$ cat config.mk
export PLATFORM = sky130hd
export DESIGN_NAME = cpu_top
export DESIGN_NICKNAME = d
export VERILOG_FILES = /design/src/core_pkg.sv /design/src/cpu_top.sv /design/src/exu.sv /design/src/dispatch.sv /design/src/gpr.sv /design/src/idu.sv /design/src/ifu.sv
export SDC_FILE = /design/constraint.sdc
export NUM_CORES = 2
export LEC_CHECK = 0
export BUFFER_PORTS_ARGS = -buffer_cell sky130_fd_sc_hd__buf_2
export CAP_MARGIN = 10
export CORE_MARGIN = 2
export CORE_UTILIZATION = 64
export DETAILED_ROUTE_END_ITERATION = 8
export PLACE_DENSITY = 0.81
export SLEW_MARGIN = 40
export SYNTH_ARGS = -nofsm -noshare
export SYNTH_HDL_FRONTEND = slang
export SYNTH_SLANG_ARGS = --single-unit
$ cat constraint.sdc
create_clock -name clk -period 5.1 [get_ports clk]
set_input_delay 1.02 -clock clk [delete_from_list [all_inputs] [get_ports clk]]
set_output_delay 1.02 -clock clk [all_outputs]
set_load 0.05 [all_outputs]
$ cat src/core_pkg.sv
// core_pkg: shared widths, opcodes, operation codes and pipeline structs of the core
`default_nettype none

package core_pkg;

    localparam int XLEN = 32;

    typedef logic [XLEN-1:0] xlen_t;     // data or address word
    typedef logic [31:0]     inst_t;     // raw instruction word
    typedef logic [4:0]      reg_addr_t; // gpr index

    // major opcodes of the kept subset
    localparam logic [6:0] OPC_OP     = 7'b0110011;
    localparam logic [6:0] OPC_OP_IMM = 7'b0010011;
    localparam logic [6:0] OPC_LUI    = 7'b0110111;
    localparam logic [6:0] OPC_BRANCH = 7'b1100011;
    localparam logic [6:0] OPC_JAL    = 7'b1101111;

    typedef enum logic [2:0] {
        ALU_ADD,
        ALU_SUB,
        ALU_AND,
        ALU_OR,
        ALU_XOR,
        ALU_SLT,
        ALU_SLTU,
        ALU_PASS_OP2 // lui
    } alu_op_e;

    typedef enum logic [1:0] {
        BR_NONE,
        BR_BEQ,
        BR_BNE,
        BR_JAL
    } branch_e;

    // decoder output
    typedef struct packed {
        alu_op_e   alu_op;
        branch_e   branch;
        logic      use_imm;     // op2 from imm instead of rs2
        logic      is_jal_link;
        logic      reg_we;      // already cleared for rd == x0
        reg_addr_t rd;
        reg_addr_t rs1;
        reg_addr_t rs2;
        xlen_t     imm;
    } dec_info_t;

    // execute stage request
    typedef struct packed {
        logic      valid;
        alu_op_e   alu_op;
        branch_e   branch;
        xlen_t     op1;
        xlen_t     op2;
        xlen_t     link_value; // pc + 4
        xlen_t     target;     // pc + imm
        logic      reg_we;
        reg_addr_t rd;
    } ex_req_t;

    typedef struct packed {
        logic      we;
        reg_addr_t addr;
        xlen_t     data;
    } wb_t;

endpackage

`default_nettype wire
$ cat src/cpu_top.sv
// cpu_top: three-stage RV32I subset core, fetch, decode and execute with write-back
`default_nettype none
`timescale 1ns/1ps

module cpu_top #(
    parameter core_pkg::xlen_t RESET_VECTOR = '0
) (
    input  wire                   clk,
    input  wire                   rst_n_i,
    output core_pkg::xlen_t       imem_addr_o,
    input  wire  core_pkg::inst_t imem_data_i,
    output core_pkg::wb_t         wb_o
);

    core_pkg::inst_t     fetch_inst;
    core_pkg::xlen_t     fetch_pc;
    logic                fetch_valid;
    core_pkg::dec_info_t dec;
    core_pkg::xlen_t     rs1_data;
    core_pkg::xlen_t     rs2_data;
    core_pkg::ex_req_t   ex_req;
    logic                jump;
    core_pkg::xlen_t     jump_addr;

    ifu #(
        .RESET_VECTOR(RESET_VECTOR)
    ) u_ifu (
        .clk         (clk),
        .rst_n_i     (rst_n_i),
        .jump_i      (jump),
        .jump_addr_i (jump_addr),
        .imem_addr_o (imem_addr_o),
        .imem_data_i (imem_data_i),
        .inst_o      (fetch_inst),
        .inst_pc_o   (fetch_pc),
        .inst_valid_o(fetch_valid)
    );

    idu u_idu (
        .inst_i(fetch_inst),
        .dec_o (dec)
    );

    // reads come straight from the decoder fields, writes from exu
    gpr u_gpr (
        .clk       (clk),
        .rst_n_i   (rst_n_i),
        .rs1_i     (dec.rs1),
        .rs2_i     (dec.rs2),
        .rs1_data_o(rs1_data),
        .rs2_data_o(rs2_data),
        .wb_i      (wb_o)
    );

    dispatch u_dispatch (
        .clk         (clk),
        .rst_n_i     (rst_n_i),
        .inst_valid_i(fetch_valid),
        .inst_pc_i   (fetch_pc),
        .dec_i       (dec),
        .rs1_data_i  (rs1_data),
        .rs2_data_i  (rs2_data),
        .jump_i      (jump),
        .ex_o        (ex_req)
    );

    exu u_exu (
        .ex_i       (ex_req),
        .wb_o       (wb_o),
        .jump_o     (jump),
        .jump_addr_o(jump_addr)
    );

endmodule

`default_nettype wire

$ cat src/exu.sv
// exu: ALU, branch compare and redirect, drives the register write-back
`default_nettype none
`timescale 1ns/1ps

module exu (
    input  wire  core_pkg::ex_req_t ex_i,
    output core_pkg::wb_t           wb_o,
    output logic                    jump_o,
    output core_pkg::xlen_t         jump_addr_o
);

    core_pkg::xlen_t alu_res;
    logic            lt_signed;
    logic            lt_unsigned;
    logic            taken;

    assign lt_signed   = $signed(ex_i.op1) < $signed(ex_i.op2);
    assign lt_unsigned = ex_i.op1 < ex_i.op2;

    always_comb begin
        case (ex_i.alu_op)
            core_pkg::ALU_ADD: begin
                alu_res = ex_i.op1 + ex_i.op2;
            end
            core_pkg::ALU_SUB: begin
                alu_res = ex_i.op1 - ex_i.op2;
            end
            core_pkg::ALU_AND: begin
                alu_res = ex_i.op1 & ex_i.op2;
            end
            core_pkg::ALU_OR: begin
                alu_res = ex_i.op1 | ex_i.op2;
            end
            core_pkg::ALU_XOR: begin
                alu_res = ex_i.op1 ^ ex_i.op2;
            end
            core_pkg::ALU_SLT: begin
                alu_res = {{(core_pkg::XLEN-1){1'b0}}, lt_signed};
            end
            core_pkg::ALU_SLTU: begin
                alu_res = {{(core_pkg::XLEN-1){1'b0}}, lt_unsigned};
            end
            core_pkg::ALU_PASS_OP2: begin
                alu_res = ex_i.op2; // lui immediate
            end
            default: begin
                alu_res = '0;
            end
        endcase
    end

    // branch decision, op2 holds rs2 for beq/bne
    always_comb begin
        case (ex_i.branch)
            core_pkg::BR_BEQ: taken = (ex_i.op1 == ex_i.op2);
            core_pkg::BR_BNE: taken = (ex_i.op1 != ex_i.op2);
            core_pkg::BR_JAL: taken = 1'b1;
            default:          taken = 1'b0;
        endcase
    end

    // single-cycle pulse, the execute register clears behind it
    assign jump_o      = ex_i.valid && taken;
    assign jump_addr_o = ex_i.target;

    always_comb begin
        wb_o.we   = ex_i.valid && ex_i.reg_we;
        wb_o.addr = ex_i.rd;
        if (ex_i.branch == core_pkg::BR_JAL) begin
            wb_o.data = ex_i.link_value; // return address
        end else begin
            wb_o.data = alu_res;
        end
    end

endmodule

`default_nettype wire

$ cat src/dispatch.sv
// dispatch: decode-to-execute register with operand select and branch target adder
`default_nettype none
`timescale 1ns/1ps

module dispatch (
    input  wire                       clk,
    input  wire                       rst_n_i,
    input  wire                       inst_valid_i,
    input  wire  core_pkg::xlen_t     inst_pc_i,
    input  wire  core_pkg::dec_info_t dec_i,
    input  wire  core_pkg::xlen_t     rs1_data_i,
    input  wire  core_pkg::xlen_t     rs2_data_i,
    input  wire                       jump_i,
    output core_pkg::ex_req_t         ex_o
);

    core_pkg::xlen_t op2;
    core_pkg::xlen_t link;

    assign op2  = dec_i.use_imm ? dec_i.imm : rs2_data_i;
    // return address only carried by jal, zero otherwise
    assign link = dec_i.is_jal_link ? inst_pc_i + 32'd4 : '0;

    always_ff @(posedge clk or negedge rst_n_i) begin
        if (!rst_n_i) begin
            ex_o <= '0;
        end else begin
            ex_o.valid      <= inst_valid_i && !jump_i; // flush on taken jump
            ex_o.alu_op     <= dec_i.alu_op;
            ex_o.branch     <= dec_i.branch;
            ex_o.op1        <= rs1_data_i;
            ex_o.op2        <= op2;
            ex_o.link_value <= link;
            ex_o.target     <= inst_pc_i + dec_i.imm;
            ex_o.reg_we     <= dec_i.reg_we;
            ex_o.rd         <= dec_i.rd;
        end
    end

endmodule

`default_nettype wire

$ cat src/gpr.sv
// gpr: 31 general-purpose registers, x0 reads zero, write data bypassed to reads
`default_nettype none
`timescale 1ns/1ps

module gpr (
    input  wire                       clk,
    input  wire                       rst_n_i,
    input  wire  core_pkg::reg_addr_t rs1_i,
    input  wire  core_pkg::reg_addr_t rs2_i,
    output core_pkg::xlen_t           rs1_data_o,
    output core_pkg::xlen_t           rs2_data_o,
    input  wire  core_pkg::wb_t       wb_i
);

    core_pkg::xlen_t regs_q [1:31]; // no storage for x0

    // same-cycle write from exu wins over the array
    function automatic core_pkg::xlen_t read_port(input core_pkg::reg_addr_t addr);
        core_pkg::xlen_t data;
        if (addr == '0) begin
            data = '0;
        end else if (wb_i.we && wb_i.addr == addr) begin
            data = wb_i.data;
        end else begin
            data = regs_q[addr];
        end
        return data;
    endfunction

    always_ff @(posedge clk or negedge rst_n_i) begin
        if (!rst_n_i) begin
            for (int i = 1; i < 32; i++) begin
                regs_q[i] <= '0;
            end
        end else if (wb_i.we && wb_i.addr != '0) begin
            regs_q[wb_i.addr] <= wb_i.data;
        end
    end

    always_comb begin
        rs1_data_o = read_port(rs1_i);
        rs2_data_o = read_port(rs2_i);
    end

endmodule

`default_nettype wire

$ cat src/idu.sv
// idu: combinational decoder for the kept RV32I subset, unknown encodings become no-ops
`default_nettype none
`timescale 1ns/1ps

module idu (
    input  wire  core_pkg::inst_t inst_i,
    output core_pkg::dec_info_t   dec_o
);

    logic [6:0]      opcode;
    logic [2:0]      funct3;
    logic [6:0]      funct7;
    core_pkg::xlen_t imm_i;
    core_pkg::xlen_t imm_u;
    core_pkg::xlen_t imm_b;
    core_pkg::xlen_t imm_j;
    logic            writes_rd;

    assign opcode = inst_i[6:0];
    assign funct3 = inst_i[14:12];
    assign funct7 = inst_i[31:25];

    // immediate formats
    assign imm_i = {{20{inst_i[31]}}, inst_i[31:20]};
    assign imm_u = {inst_i[31:12], 12'b0};
    assign imm_b = {{19{inst_i[31]}}, inst_i[31], inst_i[7], inst_i[30:25], inst_i[11:8], 1'b0};
    assign imm_j = {{11{inst_i[31]}}, inst_i[31], inst_i[19:12], inst_i[20],
                    inst_i[30:21], 1'b0};

    always_comb begin
        dec_o        = '0;
        dec_o.alu_op = core_pkg::ALU_ADD;
        dec_o.branch = core_pkg::BR_NONE;
        dec_o.rd     = inst_i[11:7];
        dec_o.rs1    = inst_i[19:15];
        dec_o.rs2    = inst_i[24:20];
        writes_rd    = 1'b0;

        case (opcode)
            core_pkg::OPC_OP: begin
                writes_rd = 1'b1;
                case ({funct7, funct3})
                    {7'b0000000, 3'b000}: dec_o.alu_op = core_pkg::ALU_ADD;
                    {7'b0100000, 3'b000}: dec_o.alu_op = core_pkg::ALU_SUB;
                    {7'b0000000, 3'b111}: dec_o.alu_op = core_pkg::ALU_AND;
                    {7'b0000000, 3'b110}: dec_o.alu_op = core_pkg::ALU_OR;
                    {7'b0000000, 3'b100}: dec_o.alu_op = core_pkg::ALU_XOR;
                    {7'b0000000, 3'b010}: dec_o.alu_op = core_pkg::ALU_SLT;
                    {7'b0000000, 3'b011}: dec_o.alu_op = core_pkg::ALU_SLTU;
                    default:              writes_rd    = 1'b0; // m-ext, shifts
                endcase
            end
            core_pkg::OPC_OP_IMM: begin
                writes_rd     = 1'b1;
                dec_o.use_imm = 1'b1;
                dec_o.imm     = imm_i;
                case (funct3)
                    3'b000:  dec_o.alu_op = core_pkg::ALU_ADD;
                    3'b111:  dec_o.alu_op = core_pkg::ALU_AND;
                    3'b110:  dec_o.alu_op = core_pkg::ALU_OR;
                    3'b100:  dec_o.alu_op = core_pkg::ALU_XOR;
                    default: writes_rd    = 1'b0;
                endcase
            end
            core_pkg::OPC_LUI: begin
                writes_rd     = 1'b1;
                dec_o.use_imm = 1'b1;
                dec_o.imm     = imm_u;
                dec_o.alu_op  = core_pkg::ALU_PASS_OP2;
            end
            core_pkg::OPC_BRANCH: begin
                dec_o.imm = imm_b; // compare uses rs2, imm only feeds the target
                case (funct3)
                    3'b000:  dec_o.branch = core_pkg::BR_BEQ;
                    3'b001:  dec_o.branch = core_pkg::BR_BNE;
                    default: dec_o.branch = core_pkg::BR_NONE;
                endcase
            end
            core_pkg::OPC_JAL: begin
                writes_rd         = 1'b1;
                dec_o.imm         = imm_j;
                dec_o.branch      = core_pkg::BR_JAL;
                dec_o.is_jal_link = 1'b1;
            end
            default: ;
        endcase

        // x0 never gets written, later stages rely on this
        dec_o.reg_we = writes_rd && (dec_o.rd != '0);
    end

endmodule

`default_nettype wire

$ cat src/ifu.sv
// ifu: program counter, instruction memory address and fetch register with valid bit
`default_nettype none
`timescale 1ns/1ps

module ifu #(
    parameter core_pkg::xlen_t RESET_VECTOR = '0
) (
    input  wire                   clk,
    input  wire                   rst_n_i,
    input  wire                   jump_i,
    input  wire  core_pkg::xlen_t jump_addr_i,
    output core_pkg::xlen_t       imem_addr_o,
    input  wire  core_pkg::inst_t imem_data_i,
    output core_pkg::inst_t       inst_o,
    output core_pkg::xlen_t       inst_pc_o,
    output logic                  inst_valid_o
);

    core_pkg::xlen_t pc_q;
    core_pkg::xlen_t pc_next;

    // redirect wins over the sequential step
    assign pc_next     = jump_i ? jump_addr_i : pc_q + 32'd4;
    assign imem_addr_o = pc_q; // memory answers in the same cycle

    always_ff @(posedge clk or negedge rst_n_i) begin
        if (!rst_n_i) begin
            pc_q <= RESET_VECTOR;
        end else begin
            pc_q <= pc_next;
        end
    end

    // the word fetched in a jump cycle is on the wrong path
    always_ff @(posedge clk or negedge rst_n_i) begin
        if (!rst_n_i) begin
            inst_valid_o <= 1'b0;
        end else begin
            inst_valid_o <= !jump_i;
        end
    end

    // fetched word and its address
    always_ff @(posedge clk) begin
        inst_o    <= imem_data_i;
        inst_pc_o <= pc_q;
    end

endmodule

`default_nettype wire

==> flow_metrics.env <==
export IMPL_fin_crit_sh_pct=101
export IMPL_ios=104
export IMPL_outcome="finished, violations left"
export IMPL_synth_simple_area_share_pct=10.1
export IMPL_grt_pass1_wl_um=346000
export IMPL_setup_viol=2
export IMPL_finish_instance_area_mm2=0.0753
export IMPL_cts_made_buffers=132
export IMPL_clock_path_buffers=3
export IMPL_synth_xor_area_share_pct=1.47
export IMPL_num_rows=119
export IMPL_skew_ns=0.0351
export IMPL_violations="negative setup slack"
export IMPL_drc=0
export IMPL_synth_nets=6439
export IMPL_synth_edff_count=0
export IMPL_synthAdderAreaFrac_pct=2.49
export IMPL_worstSetupEndpointType="primary output"
export IMPL_hold_viol=0
export IMPL_hold_ws_ns=0.129
export IMPL_fmax_mhz=195
export IMPL_synth_top_area_share_pct=43.3
export IMPL_tritoncts="done"
export IMPL_worstPathRequired_ns=4.08
export IMPL_die_w_um=328
export IMPL_synth_common_cells="dfrtp_1 (1165), nand2_1 (1128), o21ai_0 (1035), mux4_2 (576), clkbuf_1 (475)"
export IMPL_cp_common_cell="inv_2"
export IMPL_maxSlewViolCount=0
export IMPL_ant_nets=0
export IMPL_cts_htree_levels=4
export IMPL_vias=55374
export IMPL_cts_sink_count=1229
export IMPL_layout_min_cycle_time_ns=5.14
export IMPL_avgSynthCellArea_um2=10.7
export IMPL_grt_usage_pct=43.4
export IMPL_gp_congestion=1.01
export IMPL_dpl_worst_slack_ns=0.207
export IMPL_synth_yosys_seq_area_share_pct=45.2
export IMPL_nets=6354
export IMPL_power_mw=21.9
export IMPL_vias_per_cell=7.20
export IMPL_layout_area_overhead_vs_synth_pct=11.7
export IMPL_power_density_mw_per_mm2=291
export IMPL_core_mm2=0.105
export IMPL_worstPathArrival_ns=4.12
export IMPL_critPathMaxStageDelay_ns=0.40
export IMPL_ys_warnings_count=0
export IMPL_synth_seq_cells=1229
export IMPL_drt_iter0_markers=7350
export IMPL_yosysMostFrequentCell="dfrtp_1"
export IMPL_drive_above_1_share_pct=23.6
export IMPL_synth_top_family_by_area="multiplexers"
export IMPL_rsz0062_at_grt="yes"
export IMPL_antenna_found_initial=10
export IMPL_peakVddDrop_v=0.000341
export IMPL_routedWlPerCell_um=30.1
export IMPL_netlist_instances=6273
export IMPL_portBuffers=103
export IMPL_initial_core_util_pct=64.3
export IMPL_power_leakage_nw=32.3
export IMPL_layout_setup_ws_ns=-0.0370
export IMPL_tightestPinTransition_ns=0.948
export IMPL_synth_compound_area_share_pct=14.0
export IMPL_clkLatencyLatePin_ns=0.78
export IMPL_slew_headroom_pct=36.8
export IMPL_routed_wirelength_um=231000
export IMPL_dr_pass1_iters=6
export IMPL_synth_area_top_cells="dfrtp_1 (43%), mux4_2 (19%), o21ai_0 (7.7%)"
export IMPL_path_clk_slew_ns=0.07
export IMPL_synth_area_mm2=0.0674
export IMPL_clockRootBuffer="clkbuf_16"
export IMPL_synth_flop_cell="dfrtp_1"
export IMPL_crit_slowest_cell="or4_1"
export IMPL_maxCapViolCount=0
export IMPL_dpl_cell_area_mm2=0.0697
export IMPL_die_area_mm2=0.108
export IMPL_synth_largest_area_cell="dfrtp_1"
export IMPL_dieHeight_um=328
export IMPL_dp_hpwl_um=144000
export IMPL_grt_max_degree=127
export IMPL_crit_path_start_kind="flip-flop"
export IMPL_grt_pass1_vias=55879
export IMPL_crit_type="flip-flop to primary output"
export IMPL_ys_async_sr_fraction_pct=94.8
export IMPL_overflow=0
export IMPL_synthDistinctLibCells=84
export IMPL_crit_path_max_fanout=4
export IMPL_hold_path_class="input pin to async pin"
export IMPL_cts_hold_buf=0
export IMPL_crit_chain="inv_2 -> ha_4 -> nor2_2 -> o311a_4 -> o31a_1 -> a211oi_4 -> o31ai_4 -> a21o_1 -> or4_1 -> a311o_1 -> and3_4 -> inv_2 -> buf_8"
export IMPL_synthMuxAreaShare_pct=22.6
-- critical path, delay by kind of cell, from the launching register on --
family	cells	cell delay, ns
AOI/OAI and AO/OA	6	1.70
and+or+nand+nor	3	0.68
DFF	1	0.37
adders and majority gates	1	0.30
buffers and inverters	3	0.28
-- report_power, final --
| part | internal, mW | switching (mW) | leakage, nW |
|---|---|---|---|
| clock network | 5.81 | 4.21 | 2.21 |
| logic | 0.599 | 1.18 | 13.4 |
| registers | 9.89 | 0.223 | 16.7 |
| total | 16.3 | 5.61 | 32.3 |
-- logic make-up after synthesis --
kind of cell	after synthesis
mux	788
compound gates	1641
xor+xnor	113
buf+inv	736
fa+ha+maj	132
simple gates	1634
flops	1229
-- metal layers --
metal	track usage, %	share of wire, %
met4	27.4	7.2
met2	64.4	45
met3	12.8	12
met5	0	0.018
met1	56.6	36
-- registers in the layout (all words and copies together), names as in the netlist --
signal              cells
u_gpr.regs_q          992
u_ifu.inst_valid_o      1
u_dispatch.ex_o       140
u_ifu.imem_addr_o      32
u_ifu.inst_pc_o        32
u_ifu.inst_o           32
-- per-stage QoR --
stage               util (%)  TNS [ns]  cells
finish                  71.8   -0.0446   7689
global route            71.8    -0.829   7682
CTS                     71.3   -0.0203   7664
detailed placement      66.5         0   7407
global placement        66.4         0   7405
floorplan                  -         0   6273
-- timing repair --
item | CTS | global route
buffers inserted | 20 | 16
gates resized for setup | 82 | 84
endpoints found under the setup margin | 23 | 23
pin swaps | 33 | 40
-- cell type report --
| class | count | area (um^2) |
|---|---|---|
| clock inverters | 57 | 764 |
| clock buffers | 180 | 3780 |
| inverters | 172 | 659 |
| flip-flops and latches | 1229 | 30500 |
| well taps | 1391 | 1740 |
| multi-input cells | 4308 | 35000 |
| repair buffers | 345 | 2830 |
| diodes | 7 | 17.5 |
| fillers | 7012 | 29500 |
-- layout by cell type, fill, tap and decap left out, types with 21 or more instances in the layout --
master and n:
dfrtp_1 1161, nand2_1 1096, o21ai_0 1026, mux4_2 576, nor2_1 222, a21oi_1 215
buf_4 209, inv_1 152, clkbuf_16 134, mux2_2 124, ha_1 108, mux2i_1 86
buf_2 85, xnor2_1 65, a22o_1 56, dfxtp_1 55, nand3_1 51, xor2_1 48
nor3_1 36, o21ai_2 34, a21o_1 30, buf_12 27, o211ai_1 26, and3_1 26
clkbuf_8 25, nand2b_1 24, o22ai_1 23, o221ai_1 23, and2_1 21, nand2_2 21
clkinv_2 21, clkbuf_1 21
-- path summary, 6_finish.rpt --
kind / slack, ns / endpoint / startpoint / cells after the start
max: -0.04 / wb_o[27] / u_dispatch.ex_o[71] / 13
min in group clk: 0.34 / u_ifu.inst_o[16] / imem_data_i[16] / 1
max in group asynchronous: 3.56 / u_gpr.regs_q[168] / rst_n_i / 3
max reg2reg: 0.52 / u_dispatch.ex_o[37] / u_ifu.inst_o[3] / 16
min: 0.13 / u_ifu.imem_addr_o[8] / rst_n_i / 1
min reg2reg: 0.38 / u_dispatch.ex_o[4] / u_ifu.inst_o[11] / 0
(Power assumes the default switching activity.)
